$ cat src/slurm16_params.svh
`ifndef SLURM16_PARAMS_SVH
`define SLURM16_PARAMS_SVH

// ##################################################
// datapath widths
// ##################################################

// data word width
`define SLURM16_BITS 16

// program counter width
`define SLURM16_ADDRESS_BITS 16

// register select width, gives 128 registers
`define SLURM16_REGISTER_BITS 7

// ##################################################
// special registers
// ##################################################

// branch-and-link return address
`define SLURM16_LINK_REGISTER 15

// return address saved on interrupt entry
`define SLURM16_INTERRUPT_LINK_REGISTER 14

`endif

$ cat src/slurm16_pkg.sv
`include "slurm16_params.svh"

package slurm16_pkg;

	typedef logic [`SLURM16_BITS-1:0] word_t;
	typedef logic [`SLURM16_BITS-1:0] instr_t;
	typedef logic [`SLURM16_REGISTER_BITS-1:0] reg_sel_t;

	typedef struct packed {
		logic z;
		logic c;
		logic s;
		logic v;
	} flags_t;

	// instruction classes, decoded from bits 15:12
	typedef enum logic [3:0] {
		cls_alu_single,
		cls_alu_reg_reg,
		cls_alu_reg_imm,
		cls_branch,
		cls_byte_load_store,
		cls_byte_load_sx,
		cls_load_store,
		cls_peek_poke,
		cls_cond_mov,
		cls_three_reg_cond_alu,
		cls_other
	} ins_class_e;

	// condition codes
	typedef enum logic [3:0] {
		cond_eq, cond_ne, cond_cs, cond_cc,
		cond_mi, cond_pl, cond_vs, cond_vc,
		cond_hi, cond_ls, cond_ge, cond_lt,
		cond_gt, cond_le, cond_al, cond_nv
	} cond_e;

	function automatic ins_class_e ins_class(instr_t ins);
		ins_class_e c;
		case (ins[15:12])
			4'h1: c = cls_alu_single;
			4'h2: c = cls_alu_reg_reg;
			4'h3: c = cls_alu_reg_imm;
			4'h4: c = cls_branch;
			4'h5: c = cls_byte_load_store;
			4'h6: c = cls_byte_load_sx;
			4'h7: c = cls_load_store;
			4'h8: c = cls_peek_poke;
			4'h9: c = cls_cond_mov;
			4'ha: c = cls_three_reg_cond_alu;
			default: c = cls_other;
		endcase
		return c;
	endfunction

	// register fields are 4 bits wide, upper select bits read as zero
	function automatic reg_sel_t reg_src_from_ins(instr_t ins);
		return reg_sel_t'(ins[3:0]);
	endfunction

	function automatic reg_sel_t reg_dest_from_ins(instr_t ins);
		return reg_sel_t'(ins[7:4]);
	endfunction

	function automatic reg_sel_t reg_3dest_from_ins(instr_t ins);
		return reg_sel_t'(ins[11:8]);
	endfunction

	function automatic logic [3:0] cond_from_ins(instr_t ins);
		return ins[11:8];
	endfunction

	// bit 11 selects the variant within branch, load/store and peek/poke
	function automatic logic is_branch_link_from_ins(instr_t ins);
		return ins[11];
	endfunction

	// 1 means store
	function automatic logic is_load_store_from_ins(instr_t ins);
		return ins[11];
	endfunction

	// 1 means poke
	function automatic logic is_io_poke_from_ins(instr_t ins);
		return ins[11];
	endfunction

	function automatic logic condition_true(logic [3:0] code, flags_t f);
		logic taken;
		case (cond_e'(code))
			cond_eq: taken = f.z;
			cond_ne: taken = !f.z;
			cond_cs: taken = f.c;
			cond_cc: taken = !f.c;
			cond_mi: taken = f.s;
			cond_pl: taken = !f.s;
			cond_vs: taken = f.v;
			cond_vc: taken = !f.v;
			cond_hi: taken = f.c && !f.z;
			cond_ls: taken = !f.c || f.z;
			cond_ge: taken = (f.s == f.v);
			cond_lt: taken = (f.s != f.v);
			cond_gt: taken = !f.z && (f.s == f.v);
			cond_le: taken = f.z || (f.s != f.v);
			cond_al: taken = 1'b1;
			default: taken = 1'b0;
		endcase
		return taken;
	endfunction

endpackage

$ cat src/slurm16_stage4_if.sv
`include "slurm16_params.svh"

interface slurm16_stage4_if import slurm16_pkg::*; (
	input logic clk
);

	instr_t instruction;
	word_t alu_out;
	word_t memory_in;
	word_t port_in;
	logic [`SLURM16_ADDRESS_BITS-1:0] pc_stage4;
	logic [1:0] mem_mask;
	logic is_nop;
	logic load_irq_ret;
	logic cond_pass;
	flags_t flags;

	modport latch (output instruction, alu_out, memory_in, port_in, pc_stage4,
		mem_mask, is_nop, load_irq_ret, cond_pass, flags);

	// clock is only for checks on the writeback side
	modport wb (input clk, instruction, alu_out, memory_in, port_in, pc_stage4,
		mem_mask, is_nop, load_irq_ret, cond_pass, flags);

endinterface

$ cat src/slurm16_cpu_stage4.sv
`include "slurm16_params.svh"

module slurm16_cpu_stage4 import slurm16_pkg::*; (
	input logic clk,
	input logic rst_n,
	input logic stall,
	input logic kill,
	input instr_t instruction,
	input word_t alu_out,
	input word_t memory_in,
	input word_t port_in,
	input logic [`SLURM16_ADDRESS_BITS-1:0] pc_stage3,
	input logic [1:0] mem_mask,
	input logic is_nop,
	input logic load_irq_ret,
	input logic cond_pass,
	input flags_t flags,
	slurm16_stage4_if.latch slot
);

	// ##################################################
	// slot control, reset to a nop
	// ##################################################

	always_ff @(posedge clk or negedge rst_n) begin
		if (!rst_n) begin
			slot.is_nop <= 1'b1;
			slot.load_irq_ret <= 1'b0;
		end else if (!stall) begin
			// kill turns the incoming slot into a bubble
			slot.is_nop <= is_nop | kill;
			slot.load_irq_ret <= load_irq_ret & ~kill;
		end
	end

	// payload is only looked at when the slot is live
	always_ff @(posedge clk) begin
		if (!stall) begin
			slot.instruction <= instruction;
			slot.alu_out <= alu_out;
			slot.memory_in <= memory_in;
			slot.port_in <= port_in;
			slot.pc_stage4 <= pc_stage3;
			slot.mem_mask <= mem_mask;
			slot.cond_pass <= cond_pass;
			slot.flags <= flags;
		end
	end

	// hazard unit never asks for both at once
	a_stall_kill_exclusive: assert property (
		@(posedge clk) disable iff (!rst_n) !(stall && kill)
	);

endmodule

$ cat src/slurm16_cpu_writeback.sv
`include "slurm16_params.svh"

module slurm16_cpu_writeback import slurm16_pkg::*; (
	slurm16_stage4_if.wb slot,
	output reg_sel_t reg_wr_sel,
	output word_t reg_out
);

	ins_class_e cls;
	logic [7:0] byte_lane;
	logic byte_load;

	assign cls = ins_class(slot.instruction);

	// pick the addressed byte lane of the memory word
	always_comb begin
		case (slot.mem_mask)
			2'b10: byte_lane = slot.memory_in[15:8];
			2'b01: byte_lane = slot.memory_in[7:0];
			default: byte_lane = 8'h00;
		endcase
	end

	// ##################################################
	// destination and data select
	// ##################################################

	always_comb begin
		// r0 reads back as zero, so an idle slot just writes r0
		reg_wr_sel = '0;
		reg_out = '0;

		if (slot.load_irq_ret) begin
			reg_wr_sel = reg_sel_t'(`SLURM16_INTERRUPT_LINK_REGISTER);
			reg_out = slot.pc_stage4;
		end else if (!slot.is_nop) begin
			case (cls)
				cls_alu_single: begin
					reg_wr_sel = reg_src_from_ins(slot.instruction);
					reg_out = slot.alu_out;
				end
				cls_alu_reg_reg, cls_alu_reg_imm: begin
					reg_wr_sel = reg_dest_from_ins(slot.instruction);
					reg_out = slot.alu_out;
				end
				cls_branch: begin
					if (is_branch_link_from_ins(slot.instruction)) begin
						reg_wr_sel = reg_sel_t'(`SLURM16_LINK_REGISTER);
						reg_out = slot.pc_stage4 + `SLURM16_ADDRESS_BITS'd2;
					end
				end
				cls_byte_load_store: begin
					if (!is_load_store_from_ins(slot.instruction)) begin
						reg_wr_sel = reg_dest_from_ins(slot.instruction);
						reg_out = {{(`SLURM16_BITS-8){1'b0}}, byte_lane};
					end
				end
				cls_byte_load_sx: begin
					reg_wr_sel = reg_dest_from_ins(slot.instruction);
					reg_out = {{(`SLURM16_BITS-8){byte_lane[7]}}, byte_lane};
				end
				cls_load_store: begin
					if (!is_load_store_from_ins(slot.instruction)) begin
						reg_wr_sel = reg_dest_from_ins(slot.instruction);
						reg_out = slot.memory_in;
					end
				end
				cls_peek_poke: begin
					if (!is_io_poke_from_ins(slot.instruction)) begin
						reg_wr_sel = reg_dest_from_ins(slot.instruction);
						reg_out = slot.port_in;
					end
				end
				cls_cond_mov: begin
					// flags are the ones left by the previous alu op
					if (condition_true(cond_from_ins(slot.instruction), slot.flags)) begin
						reg_wr_sel = reg_dest_from_ins(slot.instruction);
						reg_out = slot.alu_out;
					end
				end
				cls_three_reg_cond_alu: begin
					// condition was resolved back in stage 2
					if (slot.cond_pass) begin
						reg_wr_sel = reg_3dest_from_ins(slot.instruction);
						reg_out = slot.alu_out;
					end
				end
				default: begin
				end
			endcase
		end
	end

	// memory stage must hand over exactly one lane for a byte load
	assign byte_load = !slot.is_nop &&
		((cls == cls_byte_load_store && !is_load_store_from_ins(slot.instruction)) ||
		cls == cls_byte_load_sx);

	a_byte_mask_onehot: assert property (
		@(posedge slot.clk) byte_load |-> $onehot(slot.mem_mask)
	);

endmodule

$ cat src/slurm16_register_file.sv
`include "slurm16_params.svh"

module slurm16_register_file import slurm16_pkg::*; (
	input logic clk,
	input logic rst_n,
	input reg_sel_t wr_sel,
	input word_t wr_data,
	input reg_sel_t rd_sel_a,
	input reg_sel_t rd_sel_b,
	output word_t raw_a,
	output word_t raw_b
);

	localparam int num_regs = 1 << `SLURM16_REGISTER_BITS;

	word_t regs [num_regs];

	// ##################################################
	// write port
	// ##################################################

	// r0 is stored like the rest, operand fetch masks it
	always_ff @(posedge clk or negedge rst_n) begin
		if (!rst_n) begin
			for (int i = 0; i < num_regs; i++) begin
				regs[i] <= '0;
			end
		end else begin
			regs[wr_sel] <= wr_data;
		end
	end

	// ##################################################
	// read ports
	// ##################################################

	// asynchronous, old contents until the write edge
	assign raw_a = regs[rd_sel_a];
	assign raw_b = regs[rd_sel_b];

endmodule

$ cat src/slurm16_operand_fetch.sv
module slurm16_operand_fetch import slurm16_pkg::*; (
	input reg_sel_t rd_sel_a,
	input reg_sel_t rd_sel_b,
	input word_t raw_a,
	input word_t raw_b,
	input reg_sel_t wr_sel,
	input word_t wr_data,
	output word_t operand_a,
	output word_t operand_b
);

	// one read port worth of r0 masking and bypass
	function automatic word_t resolve(
		reg_sel_t rd_sel,
		word_t raw,
		reg_sel_t byp_sel,
		word_t byp_data
	);
		word_t value;
		if (rd_sel == '0) begin
			value = '0;
		end else if (rd_sel == byp_sel) begin
			// value being written this cycle is not in the array yet
			value = byp_data;
		end else begin
			value = raw;
		end
		return value;
	endfunction

	// ##################################################
	// both read ports
	// ##################################################

	always_comb begin
		operand_a = resolve(rd_sel_a, raw_a, wr_sel, wr_data);
	end

	always_comb begin
		operand_b = resolve(rd_sel_b, raw_b, wr_sel, wr_data);
	end

endmodule

$ cat src/slurm16_wb_top.sv
`include "slurm16_params.svh"

module slurm16_wb_top import slurm16_pkg::*; (
	input logic clk,
	input logic rst_n,
	input logic stall,
	input logic kill,
	input instr_t instruction,
	input word_t alu_out,
	input word_t memory_in,
	input word_t port_in,
	input logic [`SLURM16_ADDRESS_BITS-1:0] pc_stage3,
	input logic [1:0] mem_mask,
	input logic is_nop,
	input logic load_irq_ret,
	input logic cond_pass,
	input flags_t flags,
	input reg_sel_t rd_sel_a,
	input reg_sel_t rd_sel_b,
	output reg_sel_t reg_wr_sel,
	output word_t reg_out,
	output word_t operand_a,
	output word_t operand_b
);

	word_t raw_a;
	word_t raw_b;

	// stage 4 slot between latch and writeback
	slurm16_stage4_if u_slot (.clk(clk));

	slurm16_cpu_stage4 u_stage4 (
		.clk(clk), .rst_n(rst_n), .stall(stall), .kill(kill),
		.instruction(instruction), .alu_out(alu_out), .memory_in(memory_in),
		.port_in(port_in), .pc_stage3(pc_stage3), .mem_mask(mem_mask),
		.is_nop(is_nop), .load_irq_ret(load_irq_ret), .cond_pass(cond_pass),
		.flags(flags), .slot(u_slot.latch)
	);

	slurm16_cpu_writeback u_writeback (
		.slot(u_slot.wb), .reg_wr_sel(reg_wr_sel), .reg_out(reg_out)
	);

	slurm16_register_file u_regs (
		.clk(clk), .rst_n(rst_n), .wr_sel(reg_wr_sel), .wr_data(reg_out),
		.rd_sel_a(rd_sel_a), .rd_sel_b(rd_sel_b), .raw_a(raw_a), .raw_b(raw_b)
	);

	slurm16_operand_fetch u_fetch (
		.rd_sel_a(rd_sel_a), .rd_sel_b(rd_sel_b), .raw_a(raw_a), .raw_b(raw_b),
		.wr_sel(reg_wr_sel), .wr_data(reg_out),
		.operand_a(operand_a), .operand_b(operand_b)
	);

endmodule

$ cat config.mk
export PLATFORM = sky130hd
export DESIGN_NAME = slurm16_wb_top
export DESIGN_NICKNAME = d
export VERILOG_FILES = /design/src/slurm16_pkg.sv /design/src/slurm16_stage4_if.sv /design/src/slurm16_cpu_stage4.sv /design/src/slurm16_cpu_writeback.sv /design/src/slurm16_register_file.sv /design/src/slurm16_operand_fetch.sv /design/src/slurm16_wb_top.sv
export VERILOG_INCLUDE_DIRS = /design/src
export SDC_FILE = /design/constraint.sdc
export NUM_CORES = 1
export LEC_CHECK = 0
export ABC_AREA = 1
export BUFFER_PORTS_ARGS = -buffer_cell sky130_fd_sc_hd__buf_4
export CORE_UTILIZATION = 55
export DETAILED_ROUTE_END_ITERATION = 12
export PLACE_DENSITY = 0.81
export SLEW_MARGIN = 30
export SYNTH_ARGS = -nofsm -noshare
export SYNTH_HDL_FRONTEND = slang
export SYNTH_SLANG_ARGS = --single-unit
$ cat constraint.sdc
create_clock -name clk -period 4.4 [get_ports clk]
set_clock_uncertainty 0.2 [all_clocks]
set_input_delay 0.66 -clock clk [delete_from_list [all_inputs] [get_ports clk]]
set_output_delay 0.66 -clock clk [all_outputs]
set_load 0.01 [all_outputs]
# Yosys cells after proc, flatten, opt, wreduce, memory -nomap -nowiden
# Memories as Yosys holds them, arrays and structs flattened. A register that Yosys moved wholly into a read port is not among the register bits.
# Index checks and enable logic that the tools add are counted.
dict set report word_totals {
  reg_bits 2137
  romBits 64
  inputBits 107
  wordCells 233
  mem_count 1
}
# name words word_bits rd rd_clocked_by_memory_dff write_ports line_no
set memory_table {}
lappend memory_table {{(no name shown)} 16 4 1 1 0 slurm16_pkg.sv:41} ;# case (ins[15:12])
dict set report op_classes {
  n_addsub 1
  magnitude_cmp 4
  n_eq_ne 29
  mux 35
  bitwise 6
  reduce_logical 16
}
# op count
set op_table {}
lappend op_table {{bitwise mux 2048 bit} 1}
lappend op_table {{2-to-1 mux 16 bit} 16}
lappend op_table {{binary-select mux 16 bit (select 7 bit)} 2}
lappend op_table {{one-hot mux 16 bit (8 select lines)} 1}
lappend op_table {{demux 16 bit (select 7 bit)} 1}
lappend op_table {{one-hot mux 7 bit (6 select lines)} 1}
lappend op_table {{== test 4 bit (second input constant)} 9}
lappend op_table {{== test 4 x 3 -> 1 bit (second input constant)} 8}
lappend op_table {{greater-or-equal comparator 8 bit (second input constant)} 3}
lappend op_table {{inverter 7 -> 8 bit} 3}
lappend op_table {{2-to-1 mux 4 bit} 5}
lappend op_table {{adder 16 x 2 -> 16 bit (second input constant)} 1}
lappend op_table {{== test 4 x 2 -> 1 bit (second input constant)} 4}
lappend op_table {{one-hot mux 8 bit (2 select lines)} 1}
lappend op_table {{one-hot mux 1 bit (15 select lines)} 1}
lappend op_table {{== test 7 bit} 2}
lappend op_table {{logical NOT 7 bit} 2}
lappend op_table {{2-to-1 mux 7 bit} 2}
lappend op_table {{OR reduction 3 bit} 3}
lappend op_table {{== test 4 x 1 -> 1 bit (second input constant)} 2}
lappend op_table {{logical NOT 4 bit} 2}
lappend op_table {{< comparator 8 x 1 -> 1 bit (second input constant)} 1}
lappend op_table {{2-to-1 mux 8 bit} 1}
lappend op_table {{logical NOT 1 bit} 4}
lappend op_table {{10 further kinds} 15}

# Logic depth before layout (Yosys ltp)
dict set report logic_depth {
  depth_word 16
  mapped_depth 22
}

# Hierarchy
# Synthesis repeated with hierarchy kept, for this count alone.
dict set report unflattened {
  hier_cells 16791
  hier_area_um2 117403.8
}
# mod instances cells_per_inst area_each_um2 seq_area_each_um2
set by_module_without_submodules {}
lappend by_module_without_submodules {slurm16_register_file 1 16014 111552.0 51249.2}
lappend by_module_without_submodules {slurm16_cpu_stage4 1 97 2698.8 2663.8}
lappend by_module_without_submodules {slurm16_cpu_writeback 1 439 2102.0 0.0}
lappend by_module_without_submodules {slurm16_operand_fetch 1 241 1051.0 0.0}

# Worst setup path before layout
# Ideal clock, no wire load.
dict set report synth_path {
  kind {input -> register}
  from {input stall}
  to {register u_writeback.cls[2] (netlist name)}
  t_arrival_ns 3.373
  required_time_ns 4.067
  path_slack_ns 0.694
  cell_stages 7
  n_path_buf 1
  path_cell_list {clkbuf_1 -> inv_1 -> or2_2 -> o21ai_0 -> ha_1 -> nand2_1 -> o21ai_0}
}
dict set report synth_between {
  elab_chain_cells 1
}
# element line_no
set synth_rtl {}
lappend synth_rtl {{from (decl)} slurm16_wb_top.sv:6} ;# input logic stall,
lappend synth_rtl {{2-to-1 mux 4 bit (no source line)} --}
# Every way passes these cells.
# A chain may end at the register's enable or synchronous reset.

# Final worst setup path
dict set report layout_path {
  from {register u_stage4.slot.instruction[9]}
  to {output operand_b[6]}
}
dict set report layout_between {
  elab_chain_cells 12
}
# element line_no
set layout_rtl {}
lappend layout_rtl {{from (decl)} slurm16_stage4_if.sv:18} ;# modport latch (output instruction, alu_out, memory_in, port_in, pc_stage4,
lappend layout_rtl {{== test 4 bit, or another cell as far along} slurm16_pkg.sv:91} ;# case (cond_e'(code))
lappend layout_rtl {{one-hot mux 1 bit (15 select lines)} slurm16_pkg.sv:91}
lappend layout_rtl {{2-to-1 mux 1 bit} slurm16_cpu_writeback.sv:37} ;# case (cls)
lappend layout_rtl {{2-to-1 mux 1 bit} slurm16_cpu_writeback.sv:36} ;# end else if (!slot.is_nop) begin
lappend layout_rtl {{2-to-1 mux 1 bit} slurm16_cpu_writeback.sv:33} ;# if (slot.load_irq_ret) begin
lappend layout_rtl {{2-to-1 mux 4 bit} slurm16_cpu_writeback.sv:76} ;# if (condition_true(cond_from_ins(slot.instruction), slot.flags)) begin
lappend layout_rtl {{one-hot mux 7 bit (6 select lines)} slurm16_cpu_writeback.sv:37}
lappend layout_rtl {{2-to-1 mux 7 bit} slurm16_cpu_writeback.sv:36}
lappend layout_rtl {{2-to-1 mux 7 bit} slurm16_cpu_writeback.sv:33}
lappend layout_rtl {{== test 7 bit} slurm16_operand_fetch.sv:22} ;# end else if (rd_sel == byp_sel) begin
lappend layout_rtl {{2-to-1 mux 16 bit *} slurm16_operand_fetch.sv:22}
lappend layout_rtl {{2-to-1 mux 16 bit *} slurm16_operand_fetch.sv:20} ;# if (rd_sel == '0) begin
lappend layout_rtl {{to (decl)} slurm16_wb_top.sv:23} ;# output word_t operand_b
# Every way passes the cells marked *; elsewhere a longest branch is shown, timed or not. The select of a mux whose other input is x is not followed.

==> out/qor.txt <==
Dominant synthesized flop cell = dfrtp_1
Routed Wire Length = 66020 um
Origin of the critical flop-to-flop path = u_stage4.slot.instruction[9]
Die Wd = 188.9 um
Vias = 19.22k
DP Cell Count = 2978
Crit path capture type = output pin
Worst-path clk slew = 0.06 ns
Syn avg cell area = 7.739 um^2
DR iter-0 viols = 2973
Max_slew headroom = 0.4365
RePlAce Congestion = 1.006
Max-cap violations = 0
Max frequency = 0.2346 GHz
Fin crit share = 0.9689
Library cells used by synthesis = 43
Core area = 34460 um^2
Synthesis-to-finish area growth = 16.97%
Register area share after synthesis = 0.4762
Pre-antenna DRT Iters = 7
CTS tree = yes
Root buf cell = clkbuf_16
Initial antenna violation count = 0
DRC violations left = 0
Hold path start = alu_out[2]
Post-synth top area cell = dfrtp_1
Startpoint Class = flop
Clk_lat worst skew = 0.56 ns
Critical Path Source = u_stage4.slot.instruction[9]
PD cells = 456.2 nW/um^2
Yosys warns = 0
# clock sinks = 349
Hold Fails Final Rpt = 0
Fin cells = 3060
Post-DP HPWL = 42100 um
Worst EP required = 3.54 ns
Post-Syn Instances = 2483
Global-route wire length before repair = 101000 um
Diode count = 0
Port buffer count = 158
Share of cells above drive strength 1 = 0.1440
Die footprint = 35690 um^2
Tmin final = 4.263 ns
Post-DR wirelength/cell = 21.57 um
Final instance area = 22480 um^2
Row cnt = 68
Main area contributors after synthesis = dfrtp_1 (33%), edfxtp_1 (14%), o21ai_0 (9.5%), nand2_1 (8.2%), a21oi_1 (7.5%)
Largest net degree at the start of global routing = 112
Total Neg Setup Slack = 0 ns
Number of global-route vias before repair = 17.93k
Final setup viols = 0
Die H = 188.9 um
Worst EP arrival = 3.40 ns
DP Area = 20820 um^2
Peak supply drop = 0.3895 mV
CTS H-Tree Depth = 2
Mapped Area = 19220 um^2
GRT Overall Usage = 0.3669
Initial Utilization = 0.5577
FFs w/ async S/R, synth = 0.7393
Crit path max fanout = 16
CTS Buffer Depth = 3
HP Class = in -> reg
LEAKAGE = 9.623 nW
Detail Route Antenna Nets = 0
Yosys reg bits = 349
Share of the synthesized area in the top cell type = 0.3347
Num CTS Buffers = 39
I/O pin total = 162
Nets = 2687
Status = finished, final reports clean
GRT Residual Overflow = 0
Max-slew violations = 0
Worst slew pin tran = 0.8440 ns
Setup CP Type = reg -> out
Vias per inst = 6.281
Post-synth EDFFs = 87
-- flip-flops by register name, indices dropped and copies added, names as in the netlist --
register,count
u_regs.regs,256
u_stage4.slot.cond_pass,1
u_stage4.slot.memory_in,16
u_stage4.slot.instruction,16
u_stage4.slot.is_nop,1
u_stage4.slot.pc_stage4,16
u_stage4.slot.flags,4
u_stage4.slot.port_in,16
u_stage4.slot.alu_out,16
u_writeback.cls,4
u_stage4.slot.load_irq_ret,1
u_stage4.slot.mem_mask,2
-- Yosys cell counts, types with 11 or more instances --
cell,count
a21boi_0,32
a21oi_1,289
buf_1,14
buf_2,53
buf_4,11
clkbuf_1,117
dfrtp_1,257
edfxtp_1,87
inv_1,192
nand2_1,419
nand3_1,219
nand4_1,12
nor2_1,114
nor2_2,11
o211ai_1,41
o21ai_0,364
o21ai_1,162
-- report_power, final --
group	internal (W)	switching [W]
clock network	0.00219	0.00138
logic	0.000785	0.00148
registers	0.00400	0.000417
-- through the flow --
stage          total power (W)  setup slack [ns]  hold slack, ns    util
2_1_floorplan         0.005790            0.6940          0.1644       -
3_3_place_gp          0.006482            0.5862          0.2653  0.6042
3_5_place_dp          0.006586            0.3536          0.2744  0.6042
4_1_cts                0.01015           0.01831         0.04855  0.6455
5_1_grt                0.01069         -0.005159         0.06015  0.6523
6_report               0.01025            0.1369         0.07110  0.6523
-- cells by family (layout without fill, tap and decap cells) --
group,after synthesis,in the layout,synth area share
AO/OA/AOI/OAI,915,915,0.2524
AND/OR/NAND/NOR,802,802,0.1803
buffers and inverters,406,526,0.08523
adder cells (fa/ha/maj),5,5,0.003256
flip-flops,349,349,0.4762
XOR/XNOR,3,3,0.001368
multiplexers,2,2,0.001042
other,1,3,0.0001952
-- critical path, stage by stage, from the launching register on --
cell,delay [ns]
edfxtp_1,0.50
inv_2,0.13
nand2_1,0.08
nor2_1,0.17
nand3_1,0.14
nand2_1,0.12
nor2_1,0.06
nand2_1,0.07
nand2_2,0.08
nand2_2,0.09
nand2_1,0.06
nand2_1,0.15
nand2_4,0.12
nand2_1,0.09
nand3_1,0.13
nor2_4,0.18
buf_12,0.13
clkbuf_16,0.16
a21oi_1,0.07
nor2_1,0.18
buf_4,0.16
-- per-layer routing --
layer,vias up,routed length [um],GRT usage,share of wire
met1,8833,24670,0.4798,0.37
met5,-,0,0,0
met4,0,3867,0.2091,0.059
met2,1447,29050,0.5540,0.44
li1,8664,-,-,-
met3,277,8427,0.09564,0.13
-- timing repair --
| action | CTS | global route |
|---|---|---|
| gates resized for setup | 0 | 23 |
| hold buffers | 1 | 0 |
| gates cloned | 0 | 1 |
| endpoints found under the hold margin | 83 | 0 |
| pin swaps | 0 | 4 |
| setup buffers | 2 | 7 |
| endpoints found under the setup margin | 36 | 35 |
-- path summary, 6_finish.rpt --
| path | end | slack (ns) | cells after the start |
|---|---|---|---|
| worst min register to register | u_regs.regs[1965] | 0.29 | 2 |
| min in group asynchronous | u_regs.regs[1962] | 0.53 | 2 |
| worst max-delay path | operand_b[6] | 0.14 | 20 |
| worst max register to register | u_regs.regs[1874] | 0.97 | 18 |
| worst min-delay path | u_stage4.slot.alu_out[2] | 0.07 | 1 |
| max in group asynchronous | u_regs.regs[1829] | 2.42 | 3 |
-- cell type report --
cell class	instances	area [um^2]
Clock buffer	54	1155
Clock inverter	17	242.7
Fill cell	2879	11980
Inverter	206	778.2
Multi-Input combinational cell	1730	8518
Sequential cell	349	9150
Tap cell	455	569.3
Timing Repair Buffer	249	2063
-- cell usage in the layout, fill, tap and decap left out, types with 6 or more instances in the layout --
cell	netlist	layout
a21boi_0	32	32
a21oi_1	289	287
buf_12	0	13
buf_4	11	232
bufinv_16	0	6
clkbuf_16	0	42
clkbuf_8	0	8
clkinv_2	0	7
dfrtp_1	257	257
edfxtp_1	87	87
inv_1	192	190
inv_2	9	11
nand2_1	419	419
nand2_4	4	7
nand3_1	219	215
nand4_1	12	12
nor2_1	114	112
nor2_2	11	11
o211ai_1	41	41
o21ai_0	364	364
o21ai_1	162	162
o22ai_1	8	8
o32ai_1	7	7
Power figures use the tool's default switching activity.
